### src/rtl/rv_macros.svh
`ifndef RV_MACROS_SVH
`define RV_MACROS_SVH

// data path and address width
`define RV_XLEN 32

// architectural register file size
`define RV_NUM_REGS 32
`define RV_REG_AW 5

`endif
### src/rtl/rv_pkg.sv
`include "rv_macros.svh"

package rv_pkg;

	typedef logic [`RV_XLEN-1:0] word_t;

	// major opcodes of the kept RV32I subset
	typedef enum logic [6:0] {
		OP     = 7'b0110011,
		OP_IMM = 7'b0010011,
		LUI    = 7'b0110111,
		AUIPC  = 7'b0010111,
		JAL    = 7'b1101111,
		JALR   = 7'b1100111,
		BRANCH = 7'b1100011
	} opcode_e;

	typedef enum logic [4:0] {
		ALU_ADD,
		ALU_SUB,
		ALU_SLL,
		ALU_SLT,
		ALU_SLTU,
		ALU_XOR,
		ALU_SRL,
		ALU_SRA,
		ALU_OR,
		ALU_AND,
		// lui result is the immediate itself
		ALU_PASS_IMM,
		// branch compares produce a single result bit
		ALU_EQ,
		ALU_NE,
		ALU_LT,
		ALU_GE,
		ALU_LTU,
		ALU_GEU
	} alu_op_e;

	typedef enum logic [2:0] {
		FMT_R,
		FMT_I,
		FMT_U,
		FMT_J,
		FMT_B,
		FMT_NONE
	} instr_fmt_e;

	typedef struct packed {
		logic [`RV_REG_AW-1:0] rd;
		logic [`RV_REG_AW-1:0] rs1;
		logic [`RV_REG_AW-1:0] rs2;
		logic [`RV_XLEN-1:0]   imm;
		alu_op_e               alu_op;
		instr_fmt_e            fmt;
		logic [`RV_XLEN-1:0]   pc;
		logic                  use_imm;
		logic                  reg_write;
		logic                  is_branch;
		logic                  is_jump;
		logic                  illegal;
	} dec_ctrl_t;

endpackage

### src/rtl/decode_if.sv
`timescale 1ns/1ps

interface decode_if;
	import rv_pkg::*;

	// one decoded instruction, qualified by valid
	logic      valid;
	dec_ctrl_t ctrl;

	modport decoder (
		output valid,
		output ctrl
	);

	// execute acts on ctrl only while valid is high
	modport execute (
		input valid,
		input ctrl
	);

endinterface

### src/rtl/rv_decode_exec_top.sv
`timescale 1ns/1ps
`include "rv_macros.svh"

module rv_decode_exec_top (
	input  logic                  clk,
	input  logic                  i_reset,
	input  logic                  i_valid,
	input  logic [31:0]           i_instr,
	input  logic [`RV_XLEN-1:0]   i_pc,
	output logic                  o_wb_valid,
	output logic                  o_wb_write,
	output logic [`RV_REG_AW-1:0] o_wb_rd,
	output logic [`RV_XLEN-1:0]   o_wb_data,
	output logic                  o_branch_taken,
	output logic [`RV_XLEN-1:0]   o_target,
	output logic                  o_illegal
);
	import rv_pkg::*;

	logic [`RV_REG_AW-1:0] rs1_idx;
	logic [`RV_REG_AW-1:0] rs2_idx;
	word_t                 rs1_data;
	word_t                 rs2_data;
	logic                  rf_we;
	logic [`RV_REG_AW-1:0] rf_waddr;
	word_t                 rf_wdata;

	decode_if dec_bus ();

	instr_decoder u_decoder (
		.clk     (clk),
		.i_reset (i_reset),
		.i_valid (i_valid),
		.i_instr (i_instr),
		.i_pc    (i_pc),
		.dec     (dec_bus.decoder)
	);

	alu_execute u_execute (
		.clk            (clk),
		.i_reset        (i_reset),
		.dec            (dec_bus.execute),
		.o_rs1_idx      (rs1_idx),
		.o_rs2_idx      (rs2_idx),
		.i_rs1_data     (rs1_data),
		.i_rs2_data     (rs2_data),
		.o_rf_we        (rf_we),
		.o_rf_waddr     (rf_waddr),
		.o_rf_wdata     (rf_wdata),
		.o_wb_valid     (o_wb_valid),
		.o_wb_write     (o_wb_write),
		.o_wb_rd        (o_wb_rd),
		.o_wb_data      (o_wb_data),
		.o_branch_taken (o_branch_taken),
		.o_target       (o_target),
		.o_illegal      (o_illegal)
	);

	// written on the same edge that registers the execute outputs
	reg_file u_regs (
		.clk       (clk),
		.i_reset   (i_reset),
		.i_raddr_a (rs1_idx),
		.i_raddr_b (rs2_idx),
		.o_rdata_a (rs1_data),
		.o_rdata_b (rs2_data),
		.i_we      (rf_we),
		.i_waddr   (rf_waddr),
		.i_wdata   (rf_wdata)
	);

endmodule

### src/rtl/reg_file.sv
`timescale 1ns/1ps
`include "rv_macros.svh"

module reg_file (
	input  logic                  clk,
	input  logic                  i_reset,
	input  logic [`RV_REG_AW-1:0] i_raddr_a,
	input  logic [`RV_REG_AW-1:0] i_raddr_b,
	output rv_pkg::word_t         o_rdata_a,
	output rv_pkg::word_t         o_rdata_b,
	input  logic                  i_we,
	input  logic [`RV_REG_AW-1:0] i_waddr,
	input  rv_pkg::word_t         i_wdata
);
	import rv_pkg::*;

	// x0 has no storage
	word_t regs [1:`RV_NUM_REGS-1];

	always_ff @(posedge clk) begin
		if (i_reset) begin
			for (int i = 1; i < `RV_NUM_REGS; i++) begin
				regs[i] <= '0;
			end
		end else if (i_we && i_waddr != '0) begin
			regs[i_waddr] <= i_wdata;
		end
	end

	assign o_rdata_a = (i_raddr_a == '0) ? '0 : regs[i_raddr_a];
	assign o_rdata_b = (i_raddr_b == '0) ? '0 : regs[i_raddr_b];

endmodule

### src/rtl/alu_execute.sv
`timescale 1ns/1ps
`include "rv_macros.svh"

module alu_execute (
	input  logic                  clk,
	input  logic                  i_reset,
	decode_if.execute             dec,
	output logic [`RV_REG_AW-1:0] o_rs1_idx,
	output logic [`RV_REG_AW-1:0] o_rs2_idx,
	input  logic [`RV_XLEN-1:0]   i_rs1_data,
	input  logic [`RV_XLEN-1:0]   i_rs2_data,
	output logic                  o_rf_we,
	output logic [`RV_REG_AW-1:0] o_rf_waddr,
	output logic [`RV_XLEN-1:0]   o_rf_wdata,
	output logic                  o_wb_valid,
	output logic                  o_wb_write,
	output logic [`RV_REG_AW-1:0] o_wb_rd,
	output logic [`RV_XLEN-1:0]   o_wb_data,
	output logic                  o_branch_taken,
	output logic [`RV_XLEN-1:0]   o_target,
	output logic                  o_illegal
);
	import rv_pkg::*;

	dec_ctrl_t           ctrl;
	logic [`RV_XLEN-1:0] op_a;
	logic [`RV_XLEN-1:0] op_b;
	logic [4:0]          shamt;
	logic                lt_s;
	logic                lt_u;
	logic                cmp_true;
	logic [`RV_XLEN-1:0] alu_res;
	logic [`RV_XLEN-1:0] wb_data;
	logic [`RV_XLEN-1:0] target;
	logic                taken;

	assign ctrl = dec.ctrl;
	assign o_rs1_idx = ctrl.rs1;
	assign o_rs2_idx = ctrl.rs2;

	// auipc is the only u-format add, lui ignores op_a
	assign op_a = (ctrl.fmt == FMT_U) ? ctrl.pc : i_rs1_data;
	assign op_b = ctrl.use_imm ? ctrl.imm : i_rs2_data;
	assign shamt = op_b[4:0];
	assign lt_s = $signed(op_a) < $signed(op_b);
	assign lt_u = op_a < op_b;

	always_comb begin
		case (ctrl.alu_op)
			ALU_EQ:  cmp_true = (op_a == op_b);
			ALU_NE:  cmp_true = (op_a != op_b);
			ALU_LT:  cmp_true = lt_s;
			ALU_GE:  cmp_true = !lt_s;
			ALU_LTU: cmp_true = lt_u;
			ALU_GEU: cmp_true = !lt_u;
			default: cmp_true = 1'b0;
		endcase
	end

	always_comb begin
		case (ctrl.alu_op)
			ALU_ADD:      alu_res = op_a + op_b;
			ALU_SUB:      alu_res = op_a - op_b;
			ALU_SLL:      alu_res = op_a << shamt;
			ALU_SLT:      alu_res = {{(`RV_XLEN-1){1'b0}}, lt_s};
			ALU_SLTU:     alu_res = {{(`RV_XLEN-1){1'b0}}, lt_u};
			ALU_XOR:      alu_res = op_a ^ op_b;
			ALU_SRL:      alu_res = op_a >> shamt;
			ALU_SRA:      alu_res = $unsigned($signed(op_a) >>> shamt);
			ALU_OR:       alu_res = op_a | op_b;
			ALU_AND:      alu_res = op_a & op_b;
			ALU_PASS_IMM: alu_res = op_b;
			default:      alu_res = {{(`RV_XLEN-1){1'b0}}, cmp_true};
		endcase
	end

	// jumps link pc+4, anything without a write reports zero
	always_comb begin
		if (!ctrl.reg_write) begin
			wb_data = '0;
		end else if (ctrl.is_jump) begin
			wb_data = ctrl.pc + `RV_XLEN'd4;
		end else begin
			wb_data = alu_res;
		end
	end

	// jalr target is rs1+imm from the adder with bit 0 cleared
	always_comb begin
		if (ctrl.is_jump && ctrl.fmt == FMT_I) begin
			target = {alu_res[`RV_XLEN-1:1], 1'b0};
		end else if (ctrl.is_jump || ctrl.is_branch) begin
			target = ctrl.pc + ctrl.imm;
		end else begin
			target = '0;
		end
	end

	assign taken = ctrl.is_jump | (ctrl.is_branch & cmp_true);

	assign o_rf_we = dec.valid & ctrl.reg_write;
	assign o_rf_waddr = ctrl.rd;
	assign o_rf_wdata = wb_data;

	always_ff @(posedge clk) begin
		if (i_reset) begin
			o_wb_valid <= 1'b0;
			o_wb_write <= 1'b0;
			o_branch_taken <= 1'b0;
			o_illegal <= 1'b0;
		end else begin
			o_wb_valid <= dec.valid;
			o_wb_write <= o_rf_we;
			o_branch_taken <= dec.valid & taken;
			o_illegal <= dec.valid & ctrl.illegal;
		end
	end

	always_ff @(posedge clk) begin
		if (dec.valid) begin
			o_wb_rd <= ctrl.rd;
			o_wb_data <= wb_data;
			o_target <= target;
		end
	end

endmodule

### src/rtl/instr_decoder.sv
`timescale 1ns/1ps
`include "rv_macros.svh"

module instr_decoder (
	input  logic                clk,
	input  logic                i_reset,
	input  logic                i_valid,
	input  logic [31:0]         i_instr,
	input  logic [`RV_XLEN-1:0] i_pc,
	decode_if.decoder           dec
);
	import rv_pkg::*;

	opcode_e             opcode;
	logic [2:0]          funct3;
	logic [6:0]          funct7;
	logic [`RV_XLEN-1:0] imm_i;
	logic [`RV_XLEN-1:0] imm_u;
	logic [`RV_XLEN-1:0] imm_j;
	logic [`RV_XLEN-1:0] imm_b;
	logic [`RV_XLEN-1:0] imm_shamt;
	dec_ctrl_t           ctrl_d;

	// funct3 map shared by register and immediate arithmetic
	function automatic alu_op_e base_alu_op(input logic [2:0] f3);
		alu_op_e op;
		case (f3)
			3'b000:  op = ALU_ADD;
			3'b001:  op = ALU_SLL;
			3'b010:  op = ALU_SLT;
			3'b011:  op = ALU_SLTU;
			3'b100:  op = ALU_XOR;
			3'b101:  op = ALU_SRL;
			3'b110:  op = ALU_OR;
			default: op = ALU_AND;
		endcase
		return op;
	endfunction

	assign opcode = opcode_e'(i_instr[6:0]);
	assign funct3 = i_instr[14:12];
	assign funct7 = i_instr[31:25];

	// sign-extended immediates for each format
	assign imm_i = {{20{i_instr[31]}}, i_instr[31:20]};
	assign imm_u = {i_instr[31:12], 12'b0};
	assign imm_j = {{12{i_instr[31]}}, i_instr[19:12], i_instr[20], i_instr[30:21], 1'b0};
	assign imm_b = {{20{i_instr[31]}}, i_instr[7], i_instr[30:25], i_instr[11:8], 1'b0};
	assign imm_shamt = {{(`RV_XLEN-5){1'b0}}, i_instr[24:20]};

	always_comb begin
		ctrl_d = '0;
		ctrl_d.rd = i_instr[11:7];
		ctrl_d.rs1 = i_instr[19:15];
		ctrl_d.rs2 = i_instr[24:20];
		ctrl_d.pc = i_pc;
		ctrl_d.alu_op = ALU_ADD;
		ctrl_d.fmt = FMT_NONE;

		case (opcode)
			OP: begin
				ctrl_d.fmt = FMT_R;
				ctrl_d.reg_write = 1'b1;
				if (funct7 == 7'b0000000) begin
					ctrl_d.alu_op = base_alu_op(funct3);
				end else if (funct7 == 7'b0100000 && funct3 == 3'b000) begin
					ctrl_d.alu_op = ALU_SUB;
				end else if (funct7 == 7'b0100000 && funct3 == 3'b101) begin
					ctrl_d.alu_op = ALU_SRA;
				end else begin
					ctrl_d.illegal = 1'b1;
				end
			end
			OP_IMM: begin
				ctrl_d.fmt = FMT_I;
				ctrl_d.reg_write = 1'b1;
				ctrl_d.use_imm = 1'b1;
				ctrl_d.imm = imm_i;
				ctrl_d.alu_op = base_alu_op(funct3);
				// shifts only take the low five bits as shift amount
				if (funct3 == 3'b001) begin
					ctrl_d.imm = imm_shamt;
					ctrl_d.illegal = (funct7 != 7'b0000000);
				end else if (funct3 == 3'b101) begin
					ctrl_d.imm = imm_shamt;
					if (funct7 == 7'b0100000) begin
						ctrl_d.alu_op = ALU_SRA;
					end else if (funct7 != 7'b0000000) begin
						ctrl_d.illegal = 1'b1;
					end
				end
			end
			LUI: begin
				ctrl_d.fmt = FMT_U;
				ctrl_d.reg_write = 1'b1;
				ctrl_d.use_imm = 1'b1;
				ctrl_d.imm = imm_u;
				ctrl_d.alu_op = ALU_PASS_IMM;
			end
			AUIPC: begin
				// add of pc and immediate, execute picks pc as first operand
				ctrl_d.fmt = FMT_U;
				ctrl_d.reg_write = 1'b1;
				ctrl_d.use_imm = 1'b1;
				ctrl_d.imm = imm_u;
			end
			JAL: begin
				ctrl_d.fmt = FMT_J;
				ctrl_d.reg_write = 1'b1;
				ctrl_d.is_jump = 1'b1;
				ctrl_d.imm = imm_j;
			end
			JALR: begin
				ctrl_d.fmt = FMT_I;
				ctrl_d.reg_write = 1'b1;
				ctrl_d.is_jump = 1'b1;
				ctrl_d.use_imm = 1'b1;
				ctrl_d.imm = imm_i;
				ctrl_d.illegal = (funct3 != 3'b000);
			end
			BRANCH: begin
				ctrl_d.fmt = FMT_B;
				ctrl_d.is_branch = 1'b1;
				ctrl_d.imm = imm_b;
				case (funct3)
					3'b000:  ctrl_d.alu_op = ALU_EQ;
					3'b001:  ctrl_d.alu_op = ALU_NE;
					3'b100:  ctrl_d.alu_op = ALU_LT;
					3'b101:  ctrl_d.alu_op = ALU_GE;
					3'b110:  ctrl_d.alu_op = ALU_LTU;
					3'b111:  ctrl_d.alu_op = ALU_GEU;
					default: ctrl_d.illegal = 1'b1;
				endcase
			end
			default: begin
				ctrl_d.illegal = 1'b1;
			end
		endcase

		// an illegal word has no side effects downstream
		if (ctrl_d.illegal) begin
			ctrl_d.reg_write = 1'b0;
			ctrl_d.is_jump = 1'b0;
			ctrl_d.is_branch = 1'b0;
		end
	end

	always_ff @(posedge clk) begin
		if (i_reset) begin
			dec.valid <= 1'b0;
		end else begin
			dec.valid <= i_valid;
		end
	end

	always_ff @(posedge clk) begin
		if (i_valid) begin
			dec.ctrl <= ctrl_d;
		end
	end

endmodule

### config.mk
export PLATFORM = sky130hd
export DESIGN_NAME = rv_decode_exec_top
export DESIGN_NICKNAME = d
export VERILOG_FILES = /design/src/rtl/rv_pkg.sv /design/src/rtl/decode_if.sv /design/src/rtl/rv_decode_exec_top.sv /design/src/rtl/reg_file.sv /design/src/rtl/alu_execute.sv /design/src/rtl/instr_decoder.sv
export VERILOG_INCLUDE_DIRS = /design/src /design/src/rtl
export SDC_FILE = /design/constraint.sdc
export NUM_CORES = 2
export LEC_CHECK = 0
export BUFFER_PORTS_ARGS = -buffer_cell sky130_fd_sc_hd__buf_2
export CAP_MARGIN = 20
export CORE_MARGIN = 2
export CORE_UTILIZATION = 44
export DETAILED_ROUTE_END_ITERATION = 8
export PLACE_DENSITY = 0.55
export SLEW_MARGIN = 20
export SYNTH_ARGS = -nofsm -noshare
export SYNTH_HDL_FRONTEND = slang
export SYNTH_HIERARCHICAL = 1
export SYNTH_SLANG_ARGS = --single-unit
### constraint.sdc
create_clock -name clk -period 8.1 [get_ports clk]
set_clock_uncertainty 0.1 [all_clocks]
set_input_delay 1.215 -clock clk [delete_from_list [all_inputs] [get_ports clk]]
set_output_delay 1.215 -clock clk [all_outputs]
set_load 0.02 [all_outputs]
==> results.md <==
- Mean Syn Cell Area: 12.0 um^2
- DRT iter0 DRCs: 8305
- Fillers: 14800
- CTS tree: yes
- Synth Register Bits: 1190
- Hold Fails Final Rpt: 0
- Share of layout cells above drive strength 1: 22.8%
- Clock Power Share: 31.8%
- Clk Latency, worst-skew pair: 0.84 ns
- Initial Util: between 40% and 50%
- Synth Instances: 6242
- Yosys warnings: 6
- Yosys top cell by area: edfxtp_1
- Critical Path RT: 8.57 ns
- All-Layer GR Usage: just over 40%
- Dpl ws: -0.229 ns
- Crit path from: u_decoder/dec.ctrl[77]
- CTS H-Tree Depth: 4
- Hpwl dp: 250000 um
- WL/cell: 40.0 um
- Post-synth top area share: between 40% and 50%
- Routed vias/inst: between 6 and 7
- Std-Cell Rows: 151
- Final worst-path setup slack: 0.165 ns
- Busiest metal layer after global routing: met2
- Total CTS buffers: 140
- DR pass1 iterations: 6
- Least-Margin Pin Slew: between 1 and 1.5 ns
- Power Dens Cells: 225 mW/mm^2
- Max IR drop VDD: 228 uV
- Overflow after GRT: 0
- Crit Path Class: reg2reg
- Vias in the first global route: 56000
- Gate power share: 30.7%
- NetSw: 6.81 mW
- Die width: about 420 um
- F_max: 126 MHz
- Clk pin slew, worst setup/hold paths: 0.06 ns
- GR Util met2: 61.4%
- Footprint of the multi-input gates: 0.0369 mm^2
- RSZ-0062 raised after global routing: no
- Primary FF master, synth: edfxtp_1
- Initial antenna violation count: 29
- Async SR Flop Fraction: 0%
- Maximum clock insertion buffer count: 3
- CTS Root Cell: clkbuf_16
- Tot Pwr: ~19 mW
- Nets@finish: 6723
- Total die area: ~0.17 mm^2
- Seq/Total Area, Yosys: 47.6%
- Final period util: 98.0%
- Status: finished, final reports clean
- Switching share of power: a little over a third
- Antenna Nets Post-Route: 0
- DRT Wirelength: 355000 um
- Total area of sequential cells: 0.0357 mm^2
- Area added between synthesis and finish: 14.7%
- Commonest cells post-synth: edfxtp_1 (1185), and2_1 (1016), mux2i_1 (537)
- Final Cell Area: roughly 0.086 mm^2
- Max-slew headroom: between 10% and 20%
- Hold Crit Class: reg2reg
- PortBufs: 139
- Post-synth EDFFs: 1185
- Die Y: 417 um
- GR Layer Usage met1: between 50% and 60%
- Worst Setup Start Kind: register
- Synth area leaders: edfxtp_1 (47%), mux4_2 (11%), and2_1 (8.5%)
- GP Congestion: 1.02
- Netlist cell types: 100
- Largest net degree at the start of global routing: 78
- Worst R2R Start: u_decoder/dec.ctrl[77]
- Tmin final: 7.94 ns
- Residual DRC: 0
- # setup viols final: 0
- Max FO, Critical Path: 64
- Internal Dissipation: approximately 13 mW
- Met3 track demand over resource: 7.94%
- Reg power frac: between 30% and 40%
- Netlist Area Pre-Place: 0.0750 mm^2
- Core area: 0.169 mm^2
- # clock sinks: 1190
- Most frequent cell after synthesis: edfxtp_1
- CP endpoint kind: register
- Final Max Slew Viols: 0
- Dpl cell area: 0.0816 mm^2
- IO Count: 140
- MaxCap Viol Count: 0
- First-pass GRT wire length: 480000 um
- Leak: 33.3 nW
- Startpoint of the worst hold path: u_decoder/dec.ctrl[0]
- Routed vias: 59100
- Critical Path AT: 8.40 ns
[cells by family (layout without fill, tap and decap cells)]
family / Yosys count / count (layout) / share of synthesized area (%)
AOI/OAI and AO/OA: 1146 / 1147 / 10.7
xor gates and xnor gates: 68 / 68 / 0.794
adders and majority gates: 139 / 139 / 2.35
buffers and inverters: 723 / 1073 / 4.22
DFF: 1190 / 1190 / 47.6
muxes: 975 / 975 / 19.5
other: 1 / 49 / 0.00500
and+or+nand+nor: 2000 / 2000 / 14.9
[per-layer routing]
metal	vias up	share of wire [%]
met4	8	7.7
met5	-	0.013
met2	3725	45
met1	30400	39
met3	733	9.1
li1	24200	-
[final timing paths]
| path | to | slack, ns | cells after the start |
|---|---|---|---|
| worst max-delay path | u_regs/regs[16][30] | 0.16 | 22 |
| worst min-delay path | u_execute/o_illegal | 0.35 | 1 |
| worst max register to register | u_regs/regs[16][30] | 0.16 | 22 |
| worst min register to register | u_execute/o_illegal | 0.35 | 1 |
[placed cells by master (no fill, tap or decap), types with 26 or more instances in the layout]
cell type,instances
ha_1,136
clkinv_1,32
nand3_1,75
conb_1,32
buf_12,70
or2_2,41
xnor2_1,39
nand2b_1,28
nor3_1,62
clkbuf_16,143
edfxtp_1,1185
o211ai_1,36
xor2_1,29
a21oi_1,216
and3_1,26
mux2i_1,532
nor2b_1,80
and2_1,1015
buf_4,498
a21o_1,59
a2111oi_0,30
mux4_2,382
a22oi_1,119
nand2_1,302
nor2_2,34
nor2_1,181
a2111oi_1,31
a211oi_1,66
a31oi_1,34
mux2_2,53
o22ai_1,96
a22o_1,71
nor4_1,27
o21ai_0,141
inv_1,110
buf_2,138
clkbuf_1,31
[flip-flops by register name, indices dropped and copies added (netlist names), 5 cells and up]
| register | cells |
|---|---|
| u_regs/regs | 1024 |
| u_decoder/dec.ctrl | 92 |
| u_execute/o_target | 32 |
| u_execute/o_wb_data | 32 |
| u_execute/o_wb_rd | 5 |
[through the flow]
step / hold WS (ns) / utilization, % / setup TNS, ns / instances
floorplan: 0.320 / - / 0 / 6273
global placement: 0.347 / 48.1 / -187.26 / 8589
detailed placement: 0.352 / 48.1 / -10.65 / 8591
CTS: 0.366 / 50.7 / 0 / 8841
global route: 0.383 / 50.7 / 0 / 8842
finish: 0.354 / 50.8 / 0 / 8859
[final cells by class]
type	instances	area share, %
Antenna cell	17	0.0495
Clock buffer	174	4.29
Clock inverter	75	0.762
Inverter	117	0.512
Multi-Input combinational cell	4361	42.9
Sequential cell	1190	41.5
Tap cell	2218	3.23
Timing Repair Buffer	707	6.80
[power groups by stage]
stage | Clock [mW] | Sequential (mW) | Combinational [mW]
after global routing | 6.45 | 7.27 | 6.11
after detailed placement | 0 | 7.37 | 5.74
final | 6.16 | 7.26 | 5.95
after CTS | 6.22 | 7.25 | 5.77
after floorplan | 0 | 7.30 | 2.97
after global placement | 0 | 7.37 | 5.77
[repair_timing]
item,CTS,global route
gates resized for setup,2,2
hold buffers,0,0
setup endpoints to repair,125,328
setup buffers,0,1
cloned,1,0
hold endpoints to repair,0,0
[worst max-delay path, cell delays in order (launching register included)]
cell      delay [ns]
edfxtp_1        0.40
buf_12          0.21
buf_12          0.44
mux4_2          0.60
mux2i_1         0.28
buf_4           0.20
o21ai_0         0.28
and3_1          0.44
mux2i_2         0.65
inv_1           0.10
ha_1            0.55
a21oi_1         0.16
nand2b_1        0.21
and3_1          0.17
a2111o_1        0.58
a31oi_1         0.43
o21ai_0         0.23
o31ai_1         0.34
o21ai_0         0.12
a21o_1          0.24
o211a_1         0.37
buf_4           0.26
and2_1          0.15
(Power assumes the default switching activity.)
